**src/logic/amo_pkg.sv**
```systemverilog
`default_nettype none

package amo_pkg;

    // atomic op as decoded by the core, ANOP means no atomic in flight
    typedef enum logic [3:0] {
        ANOP = 4'd0,
        LR   = 4'd1,
        SC   = 4'd2,
        SWAP = 4'd3,
        ADD  = 4'd4,
        XOR  = 4'd5,
        AND  = 4'd6,
        OR   = 4'd7,
        MIN  = 4'd8,
        MAX  = 4'd9,
        MINU = 4'd10,
        MAXU = 4'd11
    } amo_op_e;

    // core request, held stable until the cycle after hold_o falls
    typedef struct packed {
        amo_op_e     op;
        logic [31:0] addr;     // byte address, word aligned
        logic [31:0] operand;  // rs2 value
    } amo_req_t;

    // register file write-back
    typedef struct packed {
        logic        we;
        logic [31:0] data;
    } rd_wb_t;

    localparam int MEM_WORDS_DEFAULT = 64;

    localparam amo_req_t REQ_IDLE = '{
        op:      ANOP,
        addr:    32'h0,
        operand: 32'h0
    };

    localparam rd_wb_t RD_WB_IDLE = '{
        we:   1'b0,
        data: 32'h0
    };

endpackage

`default_nettype wire

```
**src/logic/atomic_ctrl.sv**
```systemverilog
`timescale 1ns/1ps
`default_nettype none

module atomic_ctrl (
    input  logic             clk,
    input  logic             reset_n,
    input  amo_pkg::amo_op_e op_i,
    input  logic [31:0]      addr_i,
    input  logic [31:0]      rdata_i,
    output logic             hold_o,
    output logic             mem_read_o,
    output logic             mem_write_o,
    output logic             reg_write_o,
    output logic             sc_fail_o
);

    typedef enum logic [2:0] {
        IDLE,
        WAIT_AMO,
        WAIT_LRSC,
        WRITE_AMO,
        LRSC
    } state_e;

    state_e state;
    state_e state_next;

    logic        is_lrsc;
    logic        is_sc;
    logic        sc_match;

    // reservation set by LR, cleared by any SC
    logic        res_valid;
    logic [31:0] res_addr;
    logic [31:0] res_word;

    assign is_lrsc = (op_i == amo_pkg::LR) || (op_i == amo_pkg::SC);
    assign is_sc   = (op_i == amo_pkg::SC);

    // rdata_i holds the current word by the final state
    assign sc_match = res_valid && (res_addr == addr_i) && (res_word == rdata_i);

    always_comb begin
        state_next = IDLE;
        unique case (state)
            IDLE: begin
                if (op_i == amo_pkg::ANOP) begin
                    state_next = IDLE;
                end
                else if (is_lrsc) begin
                    state_next = WAIT_LRSC;
                end
                else begin
                    state_next = WAIT_AMO;
                end
            end
            WAIT_AMO: begin
                state_next = WRITE_AMO;
            end
            WAIT_LRSC: begin
                state_next = LRSC;
            end
            WRITE_AMO: begin
                state_next = IDLE;  // next held op starts in IDLE
            end
            LRSC: begin
                state_next = IDLE;
            end
            default: begin
                state_next = IDLE;
            end
        endcase
    end

    always_comb begin
        hold_o      = 1'b0;
        mem_read_o  = 1'b0;
        mem_write_o = 1'b0;
        reg_write_o = 1'b0;
        sc_fail_o   = 1'b0;
        unique case (state)
            IDLE: begin
                if (op_i != amo_pkg::ANOP) begin
                    hold_o     = 1'b1;
                    mem_read_o = 1'b1;
                end
            end
            WAIT_AMO, WAIT_LRSC: begin
                hold_o     = 1'b1;
                mem_read_o = 1'b1;  // rdata valid after this edge
            end
            WRITE_AMO: begin
                mem_write_o = 1'b1;
                reg_write_o = 1'b1;
            end
            LRSC: begin
                reg_write_o = 1'b1;
                if (is_sc) begin
                    if (sc_match) begin
                        mem_write_o = 1'b1;
                    end
                    else begin
                        sc_fail_o = 1'b1;
                    end
                end
            end
            default: ;
        endcase
    end

    always_ff @(posedge clk or negedge reset_n) begin
        if (!reset_n) begin
            state <= IDLE;
        end
        else begin
            state <= state_next;
        end
    end

    always_ff @(posedge clk or negedge reset_n) begin
        if (!reset_n) begin
            res_valid <= 1'b0;  // no SC can succeed before the first LR
        end
        else if (state == LRSC) begin
            if (op_i == amo_pkg::LR) begin
                res_valid <= 1'b1;
            end
            else if (is_sc) begin
                res_valid <= 1'b0;
            end
        end
    end

    always_ff @(posedge clk) begin
        if (state == LRSC && op_i == amo_pkg::LR) begin
            res_addr <= addr_i;
            res_word <= rdata_i;
        end
    end

endmodule

`default_nettype wire

```
**src/logic/amo_alu.sv**
```systemverilog
`timescale 1ns/1ps
`default_nettype none

module amo_alu (
    input  logic             [31:0] rdata_i,
    input  amo_pkg::amo_op_e        op_i,
    input  logic             [31:0] operand_i,
    input  logic                    sc_fail_i,
    input  logic                    reg_write_i,
    output logic             [31:0] wdata_o,
    output amo_pkg::rd_wb_t         rd_o
);

    logic lt_s;
    logic lt_u;

    // old word compared against rs2
    assign lt_s = $signed(rdata_i) < $signed(operand_i);
    assign lt_u = rdata_i < operand_i;

    always_comb begin
        wdata_o = rdata_i;
        unique case (op_i)
            amo_pkg::SWAP,
            amo_pkg::SC:   wdata_o = operand_i;
            amo_pkg::ADD:  wdata_o = rdata_i + operand_i;
            amo_pkg::XOR:  wdata_o = rdata_i ^ operand_i;
            amo_pkg::AND:  wdata_o = rdata_i & operand_i;
            amo_pkg::OR:   wdata_o = rdata_i | operand_i;
            amo_pkg::MIN:  wdata_o = lt_s ? rdata_i : operand_i;
            amo_pkg::MAX:  wdata_o = lt_s ? operand_i : rdata_i;
            amo_pkg::MINU: wdata_o = lt_u ? rdata_i : operand_i;
            amo_pkg::MAXU: wdata_o = lt_u ? operand_i : rdata_i;
            default:       wdata_o = rdata_i;  // ANOP and LR never write
        endcase
    end

    always_comb begin
        rd_o    = amo_pkg::RD_WB_IDLE;
        rd_o.we = reg_write_i;
        if (op_i == amo_pkg::SC) begin
            rd_o.data = {31'h0, sc_fail_i};  // 0 on success
        end
        else begin
            rd_o.data = rdata_i;
        end
    end

endmodule

`default_nettype wire

```
**src/logic/data_ram.sv**
```systemverilog
`timescale 1ns/1ps
`default_nettype none

module data_ram #(
    parameter int MEM_WORDS = amo_pkg::MEM_WORDS_DEFAULT
) (
    input  logic        clk,
    input  logic        read_i,
    input  logic        write_i,
    input  logic [31:0] addr_i,
    input  logic [31:0] wdata_i,
    output logic [31:0] rdata_o
);

    localparam int IDX_W = (MEM_WORDS > 1) ? $clog2(MEM_WORDS) : 1;

    logic [31:0] mem [MEM_WORDS];

    logic [31:0]      word_addr;
    logic [IDX_W-1:0] idx;

    // word index wraps at the memory depth
    assign word_addr = addr_i >> 2;
    assign idx       = IDX_W'(word_addr % MEM_WORDS);

    always_ff @(posedge clk) begin
        if (write_i) begin
            mem[idx] <= wdata_i;
        end
    end

    always_ff @(posedge clk) begin
        if (read_i) begin
            rdata_o <= mem[idx];  // held until the next read
        end
    end

endmodule

`default_nettype wire

```
**src/logic/atomic_unit_top.sv**
```systemverilog
`timescale 1ns/1ps
`default_nettype none

module atomic_unit_top #(
    parameter int MEM_WORDS = amo_pkg::MEM_WORDS_DEFAULT
) (
    input  logic              clk,
    input  logic              reset_n,
    input  amo_pkg::amo_req_t req_i,
    output logic              hold_o,
    output amo_pkg::rd_wb_t   rd_o
);

    logic        mem_read;
    logic        mem_write;
    logic        reg_write;
    logic        sc_fail;
    logic [31:0] rdata;
    logic [31:0] wdata;

    atomic_ctrl u_ctrl (
        .clk         (clk),
        .reset_n     (reset_n),
        .op_i        (req_i.op),
        .addr_i      (req_i.addr),
        .rdata_i     (rdata),
        .hold_o      (hold_o),
        .mem_read_o  (mem_read),
        .mem_write_o (mem_write),
        .reg_write_o (reg_write),
        .sc_fail_o   (sc_fail)
    );

    amo_alu u_alu (
        .rdata_i     (rdata),
        .op_i        (req_i.op),
        .operand_i   (req_i.operand),
        .sc_fail_i   (sc_fail),
        .reg_write_i (reg_write),
        .wdata_o     (wdata),
        .rd_o        (rd_o)
    );

    // single port, address straight from the held request
    data_ram #(
        .MEM_WORDS (MEM_WORDS)
    ) u_ram (
        .clk     (clk),
        .read_i  (mem_read),
        .write_i (mem_write),
        .addr_i  (req_i.addr),
        .wdata_i (wdata),
        .rdata_o (rdata)
    );

endmodule

`default_nettype wire

```
**config.mk**
```make
export PLATFORM = sky130hd
export DESIGN_NAME = atomic_unit_top
export DESIGN_NICKNAME = d
export VERILOG_FILES = /design/src/logic/amo_pkg.sv /design/src/logic/atomic_ctrl.sv /design/src/logic/amo_alu.sv /design/src/logic/data_ram.sv /design/src/logic/atomic_unit_top.sv
export SDC_FILE = /design/constraint.sdc
export NUM_CORES = 2
export LEC_CHECK = 0
export BUFFER_PORTS_ARGS = -buffer_cell sky130_fd_sc_hd__buf_4
export CORE_UTILIZATION = 40
export CTS_CLUSTER_SIZE = 25
export DETAILED_ROUTE_END_ITERATION = 16
export GPL_TIMING_DRIVEN = 1
export PLACE_DENSITY = 0.63
export SLEW_MARGIN = 20
export SYNTH_ARGS = -nofsm -noshare
export SYNTH_HDL_FRONTEND = slang
export SYNTH_SLANG_ARGS = --single-unit
```
**constraint.sdc**
```tcl
create_clock -name clk -period 10.9 [get_ports clk]
set_clock_uncertainty 0.1 [all_clocks]
set_input_delay 2.18 -clock clk [delete_from_list [all_inputs] [get_ports clk]]
set_output_delay 2.18 -clock clk [all_outputs]
set_load 0.005 [all_outputs]
```
==> metrics.cfg <==
[run_status]
outcome = finished clean

[finish]
seqCellArea_mm2 = 0.06448
post-route-util = 0.4620
syn2layout_area_growth_pct = 14.72
drive_gt1_frac = 0.1344
fin_nets = 5181
stdcell_area_mm2 = 0.09461
fill_cells = 17130
multi_input_area_mm2 = 0.01731

[clocking]
clock_sinks = 2148
root_buffer = clkbuf_16
cts_buffers = 204
cts_setup_buffers = 0
cts_tree = built
cts_buffer_depth = 3
cts-resized-gates = 0
clkSlewWorstSetupHoldPaths_ns = 0.06
insertion_delay_ns = 0.87
hold_buffers = 0
htreeDepth = 4

[route]
via_count = 49370
drt_iter0_drc = 7872
wire_per_inst_um = 31.58
ant_nets = 0
vias_per_cell = 6.270
drc = 0
wl_um = 248700
drt-pass1-iter-count = 5

[synth]
synth.avg_cell_area_um2 = 16.97
post-synth-top-area-cell = edfxtp_1
synth.top_cell.area_share = 0.7807
synth_enable_flop_cells = 2144
yosys_warnings = 0
async_flop_share = 0.001862
synth_most_common_cell = edfxtp_1
ys_ff_latch = 2148
synthFlopType = edfxtp_1
syn-instance-count = 4861
synth_fp_nets = 5031
yosysSeqAreaShare = 0.7819
synth_area_mm2 = 0.08247
ys_types = 81
synthTopCellsByArea = edfxtp_1 (78%), a22oi_1 (7.1%), ha_1 (1.5%)
synthTopCellsByCount = edfxtp_1 (2144), a22oi_1 (777), clkbuf_1 (238), a31oi_1 (153), a21oi_1 (140)

[critical_path]
arrival_ns = 4.44
endpoint_kind = primary output
worstSetupStartpointType = primary input
critPathKind = in2out
crit_path_max_fanout = 6
cp_data_required_time_ns = 8.62

[floorplanning]
fp.dieW_um = 456.1
die_h_um = 456.1
rows = 166
initial_core_util = 0.4027
top_level_ports = 104
die_area_mm2 = 0.2080
coreArea_mm2 = 0.2048

[sta]
rsz0062_at_grt = false
max_clock_freq_mhz = 148.7
finalCritPeriodShare = 0.6169
drv_slew = 0
period_needed_ns = 6.724
finalHoldViolations = 0
worstMarginPinSlew_ns = 1.314
setup_viol = 0
slew-limit-headroom = 0.1159
setup_tns_ns = 0

[flow_run]
cap_violations = 0

[pwr]
p_per_area_mw_per_mm2 = 220.7
internal_power_w = 0.01481
power.leakage_nw = 29.22
power.total_w = 0.02088
ir_worst_vdd_uv = 161.8
p_clk_frac = 0.324
power.switching_w = 0.006068
p_seq_frac = 0.507
switching_share = 0.2906
combPwrFrac = 0.169

[placement]
place.gp.congestion = 0.9120
postPlaceCellArea_mm2 = 0.08771
numPortBuffers = 103
dp_hpwl_um = 141700

[global_routing]
grtUsageTotal = 0.2328
antenna_found_initial = 13
grt_max_degree = 106
grt_pass1_wl_um = 348500
overflow = 0
grt_pass1_vias = 45990

[worst_hold_path]
hp-class = reg2reg

## worst max-delay path, stage by stage
cell	delay, ns
buf_4	0.14
inv_1	0.19
o2bb2ai_1	0.08
or4_1	0.47
nor4_1	0.44
nand4_1	0.13
or4_1	0.47
nand2_1	0.10
o21ai_0	0.10
buf_4	0.15
## metrics by stage
step | cells | hold WS [ns] | setup slack [ns]
2_1_floorplan | 4861 | 0.3499 | 3.592
3_3_place_gp | 7457 | 0.4028 | 3.571
3_5_place_dp | 7471 | 0.4019 | 3.506
4_1_cts | 7845 | 0.4189 | 4.209
5_1_grt | 7868 | 0.4358 | 4.080
6_report | 7874 | 0.4202 | 4.176
## placed cells by master, fill, tap and decap left out, types with 56 or more instances in the layout
cell type  netlist  routed
edfxtp_1      2144    2144
a22oi_1        777     776
buf_4            3     220
clkbuf_16        0     204
a31oi_1        153     152
a21oi_1        140     138
a221oi_1       138     138
a22o_1         134     134
nand2_1        114     109
inv_1          101     101
ha_1            99      99
a41oi_1         76      73
nor2_1         136      71
o21ai_0         69      68
nand4_1         67      67
nor2_4           0      64
nand3_1         64      57
clkinv_1         1      56
## sequential cells by signal, summed over array words and instances, names as in the netlist
| name | flops |
|---|---|
| u_ctrl.res_addr | 32 |
| u_ctrl.res_valid | 1 |
| u_ctrl.res_word | 32 |
| u_ctrl.state | 3 |
| u_ram.mem | 2048 |
| u_ram.rdata_o | 32 |
## final timing paths
path	from	to	slack [ns]	cells past startpoint
worst max-delay path	req_i[34]	rd_o[0]	4.18	10
worst min-delay path	u_ctrl.res_valid	u_ctrl.res_valid	0.42	1
worst max register to register	u_ram.rdata_o[11]	u_ram.mem[20][14]	5.03	11
worst min register to register	u_ctrl.res_valid	u_ctrl.res_valid	0.42	1
max in group asynchronous	reset_n	u_ctrl.state[2]	9.53	1
min in group asynchronous	reset_n	u_ctrl.state[1]	1.06	1
## power by group through the flow
stage	clock [W]	sequential (W)	combinational [W]
6_report	0.00677	0.0106	0.00353
3_5_place_dp	0	0.0108	0.00345
4_1_cts	0.00682	0.0106	0.00346
2_1_floorplan	0	0.0107	0.00172
5_1_grt	0.00714	0.0106	0.00370
3_3_place_gp	0	0.0107	0.00338
## kinds of logic (layout without fill, tap and decap cells)
logic type / count (synthesis) / after routing / synth area share
xor+xnor: 58 / 58 / 0.006160
fa+ha+maj: 100 / 100 / 0.01526
buf+inv: 425 / 743 / 0.01986
mux: 13 / 13 / 0.001836
simple gates: 507 / 507 / 0.03084
other cells: 0 / 7 / 0
flops: 2148 / 2148 / 0.7819
compound gates: 1610 / 1610 / 0.1442
## routing by layer
metal	part of all wire	track usage	vias up
met2	0.44	0.3423	3227
met1	0.41	0.3340	25130
met4	0.041	0.08950	4
met5	0.00010	0	-
li1	-	-	20580
met3	0.11	0.05546	432
## cell type report
cell class / count / area share
sequential: 2148 / 0.6815
tap: 2688 / 0.03555
multi-input combinational: 2288 / 0.1830
inverter: 103 / 0.004086
clock inverter: 122 / 0.01095
clock buffer: 252 / 0.05586
timing repair buffer: 266 / 0.02886
antenna: 7 / 0.0001851
Note: power is estimated with default switching activity, not from simulation.
